File: src/hw/simd_alu_config.svh
/*
 * Datapath sizing of the SIMD ALU
 * Word width, byte count and input-to-output latency
 */

`ifndef SIMD_ALU_CONFIG_SVH
`define SIMD_ALU_CONFIG_SVH

////////////////////////////////////////////////////////////////////////////
// Datapath
////////////////////////////////////////////////////////////////////////////

// Operand and result width
`define SIMD_ALU_DATA_W 64

// One saturation flag per byte
`define SIMD_ALU_STRB_W (`SIMD_ALU_DATA_W / 8)

////////////////////////////////////////////////////////////////////////////
// Pipeline
////////////////////////////////////////////////////////////////////////////

// Decode, lane execute, result
`define SIMD_ALU_LATENCY 3

`endif

File: src/hw/simd_alu_pkg.sv
/*
 * Types of the SIMD ALU: operation and width codes,
 * lane views of a word and the per-stage pipeline structs
 */
`include "simd_alu_config.svh"

package simd_alu_pkg;

  typedef enum logic [4:0] {
    ALU_AND, ALU_OR, ALU_XOR,
    ALU_ADD, ALU_SUB, ALU_RSUB,
    ALU_SADDU, ALU_SADD, ALU_SSUBU, ALU_SSUB,
    ALU_SLL, ALU_SRL, ALU_SRA,
    ALU_MIN, ALU_MINU, ALU_MAX, ALU_MAXU,
    ALU_MSEQ, ALU_MSLT, ALU_MSLTU
  } alu_op_e;

  typedef enum logic [1:0] {EW8, EW16, EW32, EW64} elem_width_e;

  typedef union packed {
    logic [0:0][`SIMD_ALU_DATA_W-1:0]   w64;
    logic [1:0][`SIMD_ALU_DATA_W/2-1:0] w32;
    logic [3:0][`SIMD_ALU_DATA_W/4-1:0] w16;
    logic [7:0][`SIMD_ALU_DATA_W/8-1:0] w8;
  } alu_word_u;

  // Lane results with one extra carry bit, padded to 72 bits
  typedef struct packed {
    logic [6:0]       pad;
    logic [0:0][64:0] lane;
  } wide_w64_t;

  typedef struct packed {
    logic [5:0]       pad;
    logic [1:0][32:0] lane;
  } wide_w32_t;

  typedef struct packed {
    logic [3:0]       pad;
    logic [3:0][16:0] lane;
  } wide_w16_t;

  typedef struct packed {
    logic [7:0][8:0] lane;
  } wide_w8_t;

  typedef union packed {
    wide_w64_t w64;
    wide_w32_t w32;
    wide_w16_t w16;
    wide_w8_t  w8;
  } alu_wide_word_u;

  typedef enum logic [2:0] {SEL_LOGIC, SEL_ARITH, SEL_SHIFT, SEL_MINMAX, SEL_CMP} res_sel_e;

  typedef enum logic [2:0] {SAT_NONE, SAT_UADD, SAT_SADD, SAT_USUB, SAT_SSUB} sat_kind_e;

  // logic_fn 0 and, 1 or, 2 xor; shift_fn 0 sll, 1 srl, 2 sra; cmp_fn 0 eq, 1 lt
  typedef struct packed {
    logic        valid;
    elem_width_e ew;
    alu_word_u   opa;
    alu_word_u   opb;
    res_sel_e    res_sel;
    sat_kind_e   sat_kind;
    logic        is_signed;
    logic        is_sub;
    logic        is_rsub;
    logic [1:0]  logic_fn;
    logic [1:0]  shift_fn;
    logic        pick_max;
    logic [1:0]  cmp_fn;
  } decode_ctrl_t;

  typedef struct packed {
    logic                         valid;
    elem_width_e                  ew;
    res_sel_e                     res_sel;
    sat_kind_e                    sat_kind;
    logic [`SIMD_ALU_DATA_W-1:0]  logic_res;
    alu_wide_word_u               wide_sum;
    alu_word_u                    shift_res;
    logic [`SIMD_ALU_STRB_W-1:0]  opa_sign;
    logic [`SIMD_ALU_STRB_W-1:0]  opb_sign;
    logic [`SIMD_ALU_STRB_W-1:0]  less;
    logic [`SIMD_ALU_STRB_W-1:0]  equal;
    alu_word_u                    minmax_res;
    logic [1:0]                   cmp_fn;
  } exec_data_t;

endpackage

File: src/hw/simd_alu_decode.sv
/*
 * Stage 1 of the SIMD ALU
 * Operation decode into control flags, registered with the operands
 */
`timescale 1ns/1ns

module simd_alu_decode import simd_alu_pkg::*; (
  input  logic         clk_i,
  input  logic         arst_n_i,
  input  logic         valid_i,
  input  alu_op_e      op_i,
  input  elem_width_e  ew_i,
  input  alu_word_u    operand_a_i,
  input  alu_word_u    operand_b_i,
  output decode_ctrl_t ctrl_o
);

  decode_ctrl_t ctrl_d;

  always_comb begin : p_decode
    ctrl_d       = '0;
    ctrl_d.valid = valid_i;
    ctrl_d.ew    = ew_i;
    ctrl_d.opa   = operand_a_i;
    ctrl_d.opb   = operand_b_i;

    unique case (op_i)
      ALU_AND, ALU_OR, ALU_XOR:                ctrl_d.res_sel = SEL_LOGIC;
      ALU_SLL, ALU_SRL, ALU_SRA:               ctrl_d.res_sel = SEL_SHIFT;
      ALU_MIN, ALU_MINU, ALU_MAX, ALU_MAXU:    ctrl_d.res_sel = SEL_MINMAX;
      ALU_MSEQ, ALU_MSLT, ALU_MSLTU:           ctrl_d.res_sel = SEL_CMP;
      default:                                 ctrl_d.res_sel = SEL_ARITH;
    endcase

    unique case (op_i)
      ALU_SADDU: ctrl_d.sat_kind = SAT_UADD;
      ALU_SADD:  ctrl_d.sat_kind = SAT_SADD;
      ALU_SSUBU: ctrl_d.sat_kind = SAT_USUB;
      ALU_SSUB:  ctrl_d.sat_kind = SAT_SSUB;
      default:   ctrl_d.sat_kind = SAT_NONE;
    endcase

    ctrl_d.is_signed = op_i inside {ALU_MIN, ALU_MAX, ALU_MSLT};
    ctrl_d.is_sub    = op_i inside {ALU_SUB, ALU_RSUB, ALU_SSUBU, ALU_SSUB};
    ctrl_d.is_rsub   = op_i == ALU_RSUB;
    ctrl_d.pick_max  = op_i inside {ALU_MAX, ALU_MAXU};
    ctrl_d.logic_fn  = (op_i == ALU_OR) ? 2'd1 : (op_i == ALU_XOR) ? 2'd2 : 2'd0;
    ctrl_d.shift_fn  = (op_i == ALU_SRL) ? 2'd1 : (op_i == ALU_SRA) ? 2'd2 : 2'd0;
    ctrl_d.cmp_fn    = (op_i == ALU_MSEQ) ? 2'd0 : 2'd1;
  end

  always_ff @(posedge clk_i or negedge arst_n_i) begin
    if (!arst_n_i) begin
      ctrl_o <= '0;
    end else begin
      ctrl_o <= ctrl_d;
    end
  end

  // Lane split is meaningless with an unknown width
  a_ew_known: assert property (
    @(posedge clk_i) disable iff (!arst_n_i)
    valid_i |-> !$isunknown(ew_i)
  );

endmodule

File: src/hw/simd_alu_lane_exec.sv
/*
 * Stage 2 of the SIMD ALU
 * Per-lane widened add/subtract, compares, min/max, shifts and the logic word
 */
`timescale 1ns/1ns
`include "simd_alu_config.svh"

module simd_alu_lane_exec import simd_alu_pkg::*; (
  input  logic         clk_i,
  input  logic         arst_n_i,
  input  decode_ctrl_t ctrl_i,
  output exec_data_t   exec_o
);

  alu_word_u                   opa, opb;
  alu_word_u                   x_word, y_word;
  logic                        swap, left, arith;
  alu_wide_word_u              wide_sum;
  alu_word_u                   shift_res, minmax_res;
  logic [`SIMD_ALU_DATA_W-1:0] logic_res;
  logic [`SIMD_ALU_STRB_W-1:0] less, equal;
  logic [`SIMD_ALU_STRB_W-1:0] opa_sign, opb_sign;

  assign opa = ctrl_i.opa;
  assign opb = ctrl_i.opb;

  // Plain subtract is B - A, so swap the adder inputs
  assign swap   = ctrl_i.is_sub & ~ctrl_i.is_rsub;
  assign x_word = swap ? opb : opa;
  assign y_word = swap ? opa : opb;

  assign left  = ctrl_i.shift_fn == 2'd0;
  assign arith = ctrl_i.shift_fn == 2'd2;

  always_comb begin : p_logic
    unique case (ctrl_i.logic_fn)
      2'd1:    logic_res = opa | opb;
      2'd2:    logic_res = opa ^ opb;
      default: logic_res = opa & opb;
    endcase
  end

  always_comb begin : p_sign
    for (int i = 0; i < `SIMD_ALU_STRB_W; i++) begin
      opa_sign[i] = opa.w8[i][7];
      opb_sign[i] = opb.w8[i][7];
    end
  end

  ////////////////////////////////////////////////////////////////////////////
  // Lane datapath
  ////////////////////////////////////////////////////////////////////////////

  always_comb begin : p_lanes
    wide_sum   = '0;
    less       = '0;
    equal      = '0;
    shift_res  = '0;
    minmax_res = '0;

    unique case (ctrl_i.ew)
      EW8: for (int i = 0; i < 8; i++) begin
        wide_sum.w8.lane[i] = ctrl_i.is_sub ? {1'b0, x_word.w8[i]} - {1'b0, y_word.w8[i]}
                                            : {1'b0, x_word.w8[i]} + {1'b0, y_word.w8[i]};
        less[i]  = $signed({ctrl_i.is_signed & opb.w8[i][7], opb.w8[i]}) <
                   $signed({ctrl_i.is_signed & opa.w8[i][7], opa.w8[i]});
        equal[i] = opa.w8[i] == opb.w8[i];
        minmax_res.w8[i] = (less[i] ^ ctrl_i.pick_max) ? opb.w8[i] : opa.w8[i];
        shift_res.w8[i]  = left ? opb.w8[i] << opa.w8[i][2:0]
          : 8'({{8{arith & opb.w8[i][7]}}, opb.w8[i]} >> opa.w8[i][2:0]);
      end
      EW16: for (int i = 0; i < 4; i++) begin
        wide_sum.w16.lane[i] = ctrl_i.is_sub ? {1'b0, x_word.w16[i]} - {1'b0, y_word.w16[i]}
                                             : {1'b0, x_word.w16[i]} + {1'b0, y_word.w16[i]};
        less[2*i]  = $signed({ctrl_i.is_signed & opb.w16[i][15], opb.w16[i]}) <
                     $signed({ctrl_i.is_signed & opa.w16[i][15], opa.w16[i]});
        equal[2*i] = opa.w16[i] == opb.w16[i];
        minmax_res.w16[i] = (less[2*i] ^ ctrl_i.pick_max) ? opb.w16[i] : opa.w16[i];
        shift_res.w16[i]  = left ? opb.w16[i] << opa.w16[i][3:0]
          : 16'({{16{arith & opb.w16[i][15]}}, opb.w16[i]} >> opa.w16[i][3:0]);
      end
      EW32: for (int i = 0; i < 2; i++) begin
        wide_sum.w32.lane[i] = ctrl_i.is_sub ? {1'b0, x_word.w32[i]} - {1'b0, y_word.w32[i]}
                                             : {1'b0, x_word.w32[i]} + {1'b0, y_word.w32[i]};
        less[4*i]  = $signed({ctrl_i.is_signed & opb.w32[i][31], opb.w32[i]}) <
                     $signed({ctrl_i.is_signed & opa.w32[i][31], opa.w32[i]});
        equal[4*i] = opa.w32[i] == opb.w32[i];
        minmax_res.w32[i] = (less[4*i] ^ ctrl_i.pick_max) ? opb.w32[i] : opa.w32[i];
        shift_res.w32[i]  = left ? opb.w32[i] << opa.w32[i][4:0]
          : 32'({{32{arith & opb.w32[i][31]}}, opb.w32[i]} >> opa.w32[i][4:0]);
      end
      EW64: begin
        wide_sum.w64.lane[0] = ctrl_i.is_sub ? {1'b0, x_word.w64[0]} - {1'b0, y_word.w64[0]}
                                             : {1'b0, x_word.w64[0]} + {1'b0, y_word.w64[0]};
        less[0]  = $signed({ctrl_i.is_signed & opb.w64[0][63], opb.w64[0]}) <
                   $signed({ctrl_i.is_signed & opa.w64[0][63], opa.w64[0]});
        equal[0] = opa.w64[0] == opb.w64[0];
        minmax_res.w64[0] = (less[0] ^ ctrl_i.pick_max) ? opb.w64[0] : opa.w64[0];
        shift_res.w64[0]  = left ? opb.w64[0] << opa.w64[0][5:0]
          : 64'({{64{arith & opb.w64[0][63]}}, opb.w64[0]} >> opa.w64[0][5:0]);
      end
    endcase
  end

  always_ff @(posedge clk_i or negedge arst_n_i) begin
    if (!arst_n_i) begin
      exec_o <= '0;
    end else begin
      exec_o.valid      <= ctrl_i.valid;
      exec_o.ew         <= ctrl_i.ew;
      exec_o.res_sel    <= ctrl_i.res_sel;
      exec_o.sat_kind   <= ctrl_i.sat_kind;
      exec_o.logic_res  <= logic_res;
      exec_o.wide_sum   <= wide_sum;
      exec_o.shift_res  <= shift_res;
      exec_o.opa_sign   <= opa_sign;
      exec_o.opb_sign   <= opb_sign;
      exec_o.less       <= less;
      exec_o.equal      <= equal;
      exec_o.minmax_res <= minmax_res;
      exec_o.cmp_fn     <= ctrl_i.cmp_fn;
    end
  end

endmodule

File: src/hw/simd_alu_result.sv
/*
 * Stage 3 of the SIMD ALU
 * Result select, per-lane saturation and compare lanes
 */
`timescale 1ns/1ns
`include "simd_alu_config.svh"

module simd_alu_result import simd_alu_pkg::*; (
  input  logic                        clk_i,
  input  logic                        arst_n_i,
  input  exec_data_t                  exec_i,
  output logic                        valid_o,
  output alu_word_u                   result_o,
  output logic [`SIMD_ALU_STRB_W-1:0] vxsat_o
);

  alu_wide_word_u              wide;
  logic [`SIMD_ALU_STRB_W-1:0] cmp_vec;
  alu_word_u                   result_d;
  logic [`SIMD_ALU_STRB_W-1:0] vxsat_d;

  assign wide    = exec_i.wide_sum;
  assign cmp_vec = (exec_i.cmp_fn == 2'd0) ? exec_i.equal : exec_i.less;

  // Returns {saturated, clamp msb, clamp remaining bits}
  function automatic logic [2:0] sat_check(sat_kind_e kind, logic carry, logic msb,
                                           logic sa, logic sb);
    logic neg;
    neg = (kind == SAT_SADD) ? sa : sb;
    unique case (kind)
      SAT_UADD: sat_check = {carry, 2'b11};
      SAT_USUB: sat_check = {carry, 2'b00};
      SAT_SADD: sat_check = {(sa == sb) & (msb != sa), neg, ~neg};
      SAT_SSUB: sat_check = {(sa != sb) & (msb != sb), neg, ~neg};
      default:  sat_check = 3'b000;
    endcase
  endfunction

  always_comb begin : p_result
    logic [2:0] chk;
    chk      = '0;
    result_d = '0;
    vxsat_d  = '0;

    if (exec_i.valid) begin
      unique case (exec_i.res_sel)
        SEL_LOGIC:  result_d = exec_i.logic_res;
        SEL_SHIFT:  result_d = exec_i.shift_res;
        SEL_MINMAX: result_d = exec_i.minmax_res;
        SEL_CMP: unique case (exec_i.ew)
          EW8:  for (int i = 0; i < 8; i++) result_d.w8[i] = 8'(cmp_vec[i]);
          EW16: for (int i = 0; i < 4; i++) result_d.w16[i] = 16'(cmp_vec[2*i]);
          EW32: for (int i = 0; i < 2; i++) result_d.w32[i] = 32'(cmp_vec[4*i]);
          EW64: result_d.w64[0] = 64'(cmp_vec[0]);
        endcase
        default: unique case (exec_i.ew)
          EW8: for (int i = 0; i < 8; i++) begin
            chk = sat_check(exec_i.sat_kind, wide.w8.lane[i][8], wide.w8.lane[i][7],
                            exec_i.opa_sign[i], exec_i.opb_sign[i]);
            result_d.w8[i] = chk[2] ? {chk[1], {7{chk[0]}}} : wide.w8.lane[i][7:0];
            vxsat_d[i]     = chk[2];
          end
          EW16: for (int i = 0; i < 4; i++) begin
            chk = sat_check(exec_i.sat_kind, wide.w16.lane[i][16], wide.w16.lane[i][15],
                            exec_i.opa_sign[2*i+1], exec_i.opb_sign[2*i+1]);
            result_d.w16[i]   = chk[2] ? {chk[1], {15{chk[0]}}} : wide.w16.lane[i][15:0];
            vxsat_d[2*i +: 2] = {2{chk[2]}};
          end
          EW32: for (int i = 0; i < 2; i++) begin
            chk = sat_check(exec_i.sat_kind, wide.w32.lane[i][32], wide.w32.lane[i][31],
                            exec_i.opa_sign[4*i+3], exec_i.opb_sign[4*i+3]);
            result_d.w32[i]   = chk[2] ? {chk[1], {31{chk[0]}}} : wide.w32.lane[i][31:0];
            vxsat_d[4*i +: 4] = {4{chk[2]}};
          end
          EW64: begin
            chk = sat_check(exec_i.sat_kind, wide.w64.lane[0][64], wide.w64.lane[0][63],
                            exec_i.opa_sign[7], exec_i.opb_sign[7]);
            result_d.w64[0] = chk[2] ? {chk[1], {63{chk[0]}}} : wide.w64.lane[0][63:0];
            vxsat_d         = {8{chk[2]}};
          end
        endcase
      endcase
    end
  end

  always_ff @(posedge clk_i or negedge arst_n_i) begin
    if (!arst_n_i) begin
      valid_o  <= 1'b0;
      result_o <= '0;
      vxsat_o  <= '0;
    end else begin
      valid_o  <= exec_i.valid;
      result_o <= result_d;
      vxsat_o  <= vxsat_d;
    end
  end

  // Non-saturating ops never raise a flag one cycle later
  a_no_sat_flag: assert property (
    @(posedge clk_i) disable iff (!arst_n_i)
    exec_i.sat_kind == SAT_NONE |=> vxsat_o == '0
  );

endmodule

File: src/hw/simd_alu_top.sv
/*
 * Top level of the SIMD ALU
 * Decode, lane execute and result stages, three cycles end to end
 */
`timescale 1ns/1ns
`include "simd_alu_config.svh"

module simd_alu_top import simd_alu_pkg::*; (
  input  logic                        clk_i,
  input  logic                        arst_n_i,
  input  logic                        valid_i,
  input  alu_op_e                     op_i,
  input  elem_width_e                 ew_i,
  input  alu_word_u                   operand_a_i,
  input  alu_word_u                   operand_b_i,
  output logic                        valid_o,
  output alu_word_u                   result_o,
  output logic [`SIMD_ALU_STRB_W-1:0] vxsat_o
);

  decode_ctrl_t ctrl;
  exec_data_t   exec;

  simd_alu_decode u_decode (
    .clk_i       (clk_i),
    .arst_n_i    (arst_n_i),
    .valid_i     (valid_i),
    .op_i        (op_i),
    .ew_i        (ew_i),
    .operand_a_i (operand_a_i),
    .operand_b_i (operand_b_i),
    .ctrl_o      (ctrl)
  );

  simd_alu_lane_exec u_lane_exec (
    .clk_i    (clk_i),
    .arst_n_i (arst_n_i),
    .ctrl_i   (ctrl),
    .exec_o   (exec)
  );

  simd_alu_result u_result (
    .clk_i    (clk_i),
    .arst_n_i (arst_n_i),
    .exec_i   (exec),
    .valid_o  (valid_o),
    .result_o (result_o),
    .vxsat_o  (vxsat_o)
  );

endmodule

File: config.mk
export PLATFORM = sky130hd
export DESIGN_NAME = simd_alu_top
export DESIGN_NICKNAME = d
export VERILOG_FILES = /design/src/hw/simd_alu_pkg.sv /design/src/hw/simd_alu_decode.sv /design/src/hw/simd_alu_lane_exec.sv /design/src/hw/simd_alu_result.sv /design/src/hw/simd_alu_top.sv
export VERILOG_INCLUDE_DIRS = /design/src /design/src/hw
export SDC_FILE = /design/constraint.sdc
export NUM_CORES = 2
export LEC_CHECK = 0
export BUFFER_PORTS_ARGS = -buffer_cell sky130_fd_sc_hd__buf_2
export CORE_ASPECT_RATIO = 2
export CORE_MARGIN = 1
export CORE_UTILIZATION = 49
export CTS_CLUSTER_SIZE = 12
export DETAILED_ROUTE_END_ITERATION = 7
export GPL_TIMING_DRIVEN = 0
export PLACE_DENSITY = 0.65
export SLEW_MARGIN = 20
export SYNTH_ARGS = -nofsm -noshare
export SYNTH_HDL_FRONTEND = slang
export SYNTH_SLANG_ARGS = --single-unit
File: constraint.sdc
create_clock -name clk_i -period 8.8 [get_ports clk_i]
set_input_delay 0.44 -clock clk_i [delete_from_list [all_inputs] [get_ports clk_i]]
set_output_delay 0.44 -clock clk_i [all_outputs]
set_load 0.05 [all_outputs]
==> metrics, run 1 <==
post-synth top area cell dfrtp_1; PortBufs 210; I/O pin cnt 211; error message [ERROR GRT-0116] Global routing finished with congestion. Check the congestion regions in the DRC Viewer.; FP Rows 177; Seq cells post-synth 525; status did not finish; stopping stage global routing; Root Buffer clkbuf_16; H-tree levels 2; routability cong. 1.290; Main synth FF type dfrtp_1; post-synth cell types 88; cell area after synthesis 57,700 um^2; share of the synthesized area in the top cell type 0.2277; die width 244.6 um; first-pass GRT wire length 738,200 um; Area contributors post-synth dfrtp_1, mux4_2, ha_1; pin count of the biggest net entering global routing 100; syn_area_per_cell 7.815 um^2; CTS Buf Count 55; GR Util All Layers 0.8492; Initial Utilization 0.4953; grt ovf 2,580; vias in the first global route 82,633; Detail Placement HPWL 333,100 um; CTS Buffer Depth 3; asr flop ratio synth 1.000; Post-synth EDFFs 0; Synth Net Count 7,893; Synth warnings 0; Setup Buffers After CTS 0; Seq/Total Area, Yosys 0.2277; Sink Count 525; die height 487.3 um; Post-Syn Instances 7,383
routing by layer:
metal,track usage,GRT overflow
met5,0.4122,5
met4,0.8860,890
met3,0.7105,52
met2,1.003,1585
met1,0.8291,48
cell usage after synthesis, drive strengths merged, types with 85 or more instances:
library cell / instances
xnor2: 120
nand3: 100
dfrtp: 525
and2: 85
mux2i: 363
a31oi: 100
o21ai: 727
nand2: 616
a21o: 100
nor2: 901
nor3: 127
a21oi: 714
buf: 141
inv: 278
clkbuf: 517
ha: 364
a211oi: 117
a22oi: 88
xor2: 146
o211ai: 113
mux4: 207
metrics by stage:
step / instance area [um^2] / worst slack [ps] / hold WS, ps / instances
2_1_floorplan: 57700 / 2337 / 144.4 / 7383
3_3_place_gp: 60650 / -3123 / 333.2 / 9114
3_5_place_dp: 61220 / -2190 / 334.7 / 9133
4_1_cts: 64330 / 75.47 / 35.70 / 9348
timing repair:
item / CTS
endpoints found under the hold margin: 213
hold buffers: 132
gates resized for setup: 14
setup endpoints to repair: 53
kinds of logic after synthesis:
logic type      Yosys count  synth area share
compound gates         2503            0.2687
simple gates           2148            0.1647
buf+inv                 948           0.06236
xor+xnor                266           0.04051
fa+ha+maj               372           0.08171
mux                     621            0.1544
flops                   525            0.2277
==> run 2, diff against run 1 <==
Settings changed: CORE_ASPECT_RATIO 2 to default, CORE_UTILIZATION 49 to 34, CTS_CLUSTER_SIZE 12 to default, PLACE_DENSITY 0.65 to default, PLACE_DENSITY_LB_ADDON from default to 0.15.
==> metrics, run 2 <==
status finished with violations (was did not finish); violated checks negative setup slack; Post-Route Setup TNS -35.18 ps; Die ar. 171,400 um^2; Non-Filler Instances 10,118; cell area after synthesis 57,700 um^2 (unchanged); most common cell after layout, fill and taps aside nor2_1; reg-to-reg endpoint u_lane_exec.exec_o[222]$_DFF_PN0_; worst hold slack 84.01 ps; Synth warnings 0 (unchanged); VDD IR max 157.3 uV; Final setup violation count 1; asr flop ratio synth 1.000 (unchanged); per-cell routed wire length 44.46 um; Fillers 17,676; fmax 113.2 MHz; first-pass GRT wire length 586,300 um; crit path max-delay cell type clkdlybuf4s15_1; Clk Latency, worst-skew pair 750 ps; hold crit path type primary input to register; routability cong. 1.125 (was 1.290); setup ws final -35.18 ps; crit path max fanout 10; H-tree levels 3 (was 2); CTS Buffer Depth 3 (unchanged); Slew Limit Fails 0; Post-Syn Instances 7,383 (unchanged); count leader, synth nor2_1 (unchanged); Seq cells post-synth 525 (unchanged); share of the synthesized area in the top cell type 0.2277 (unchanged); min Tclk post-route 8835 ps; I/O pin cnt 211 (unchanged); die width 414.0 um (was 244.6 um); Post-synth EDFFs 0 (unchanged); grt ovf 0; P&R area growth vs syn 14.70%; hold path depth 3; post-synth top area cell dfrtp_1 (unchanged); Total Power 11.41 mW; DR iter-0 viols 12,770; FP Rows 150 (was 177); final instance area 66,180 um^2; Initial Utilization 0.3439 (was 0.4953); FF-to-FF Start u_decode.ctrl_o[83]$_DFF_PN0_; worst path required time 9380 ps; Root Buffer clkbuf_16 (unchanged); Post-Route WL 449,900 um; Post-DRT Antenna Nets 0; pin count of the biggest net entering global routing 101; vias in the first global route 65,193; Area contributors post-synth dfrtp_1, mux4_2, ha_1 (unchanged); Clock transition at path regs 60 ps; cell mode on critical path clkbuf_1; commonest cells after routing, fill and taps aside nor2_1, o21ai_0, a21oi_1; critical-path cell list clkdlybuf4s15_1 > clkbuf_1 > clkbuf_1 > clkbuf_2 > buf_1 > clkbuf_1 > a32o_1 > a21oi_1 > ha_1 > nand3_1 > o22ai_1 > o211ai_1 > a21oi_1 > o21ai_0 > a311oi_2 > o21a_1 > o31ai_1 > xnor2_1 > mux4_2; drt pass-1 iters 7; die height 414.0 um (was 487.3 um); Detail Placement HPWL 362,900 um (was 333,100 um); core area 167,800 um^2; Synth Net Count 7,893 (unchanged); max FFs per register 306; Util after Layout 0.3945; pre-CTS WS -2841 ps (was -2190 ps); maxcap violations 0; Tcrit/Tclk final 1.004; post-synth cell types 88 (unchanged); Max Clock Skew 62.49 ps; min-delay src op_i[4]; vias 70,787; Power Dens Cells 172.4 nW/um^2; Main synth FF type dfrtp_1 (unchanged); Synth top cells by count nor2_1, o21ai_0, a21oi_1 (unchanged); share of post-route cells with drive strength above 1 0.1088; CP startpoint kind register; RSZ-0062 raised after global routing no; Setup Buffers After CTS 0 (unchanged); syn_area_per_cell 7.815 um^2 (unchanged); Crit. End Element register; Seq/Total Area, Yosys 0.2277 (unchanged); Post-route DRC 0; r2r worst-path depth 19; WHS Endpoint u_decode.ctrl_o[15]$_DFF_PN0_; Final Hold Vio Count 0; CTS tree yes; mean number of vias per cell 6.996; Inst Count DP 9,822 (was 9,133); GR Util All Layers 0.5088; CTS Buf Count 68 (was 55); Top reg by flops u_lane_exec.exec_o; nets 8,322; FF+latch area 13,140 um^2; flop-to-flop setup slack -40 ps; largest registers u_lane_exec.exec_o (306), u_decode.ctrl_o (146), u_result.result_o (64); PortBufs 210 (unchanged); Crit Path Class register to register; antenna violations before repair 75; Leak 27.78 nW; Placed Area 62,330 um^2 (was 61,220 um^2); Sink Count 525 (unchanged); critical path's largest stage delay 870 ps; data arrival time of the critical path 9420 ps; actual slew at the worst max-slew pin 1395 ps; relative slew slack 0.06975; Multi-input gate area 41,080 um^2
==> run 2: cell counts after synthesis <==
No cell type changed its count.
==> run 2: area by class of cell <==
cell class	instances	area share
Timing Repair Buffer	367	0.04501
Antenna cell	49	0.001853
Tap cell	2204	0.04167
Multi-Input combinational cell	5910	0.6207
Inverter	290	0.01650
Buffer	650	0.04017
Clock inverter	39	0.007430
Sequential cell	525	0.1985
Clock buffer	84	0.02813
==> run 2: kinds of logic after synthesis <==
group / Yosys count / synth area share
DFF: 525 / 0.2277
adders and majority gates: 372 / 0.08171
muxes: 621 / 0.1544
buffers and inverters: 948 / 0.06236
and+or+nand+nor: 2148 / 0.1647
xor gates and xnor gates: 266 / 0.04051
AOI/OAI and AO/OA: 2503 / 0.2687
==> run 2: power by group <==
part           internal, mW  switching (mW)
Clock                  1.69            1.31
Combinational          1.62            3.68
Sequential             2.72           0.388
Total                  6.03            5.38
==> run 2: timing repair <==
action,in CTS,in global routing
hold buffers,132,0
setup endpoints to repair,55,23
gates resized for setup,20,15
cloned,0,0
endpoints found under the hold margin,195,0
==> run 2: critical path, delay by kind of cell (launching register included) <==
family          cells  cell delay (ps)
simple gates        1              160
xor+xnor            1              170
fa+ha+maj           1              380
buf+inv             6             4170
mux                 1              520
flops               1              350
compound gates      9             2960
==> run 2: worst max path at each step <==
| stage | startpoint | endpoint | slack, ps | cells past startpoint |
|---|---|---|---|---|
| after global routing | u_decode.ctrl_o[7]$_DFF_PN0_ | u_lane_exec.exec_o[222]$_DFF_PN0_ | 70 | 26 |
| after floorplan | u_decode.ctrl_o[7]$_DFF_PN0_ | u_lane_exec.exec_o[222]$_DFF_PN0_ | 2340 | 30 |
| after global placement | arst_n_i | u_lane_exec.exec_o[22]$_DFF_PN0_ | -3890 | 1 |
| after detailed placement | u_decode.ctrl_o[7]$_DFF_PN0_ | u_lane_exec.exec_o[222]$_DFF_PN0_ | -2840 | 30 |
| final | u_decode.ctrl_o[83]$_DFF_PN0_ | u_lane_exec.exec_o[222]$_DFF_PN0_ | -40 | 19 |
| after CTS | u_decode.ctrl_o[81]$_DFF_PN0_ | u_lane_exec.exec_o[222]$_DFF_PN0_ | -230 | 26 |
==> run 2: metal layers <==
layer,GRT usage,up-vias,wire length [um]
met1,0.6279,34639,168400
met5,0,-,212
li1,-,27884,-
met4,0.4101,30,43440
met3,0.1856,1743,59660
met2,0.7066,6491,178200
Note: power is estimated with default switching activity, not from simulation.
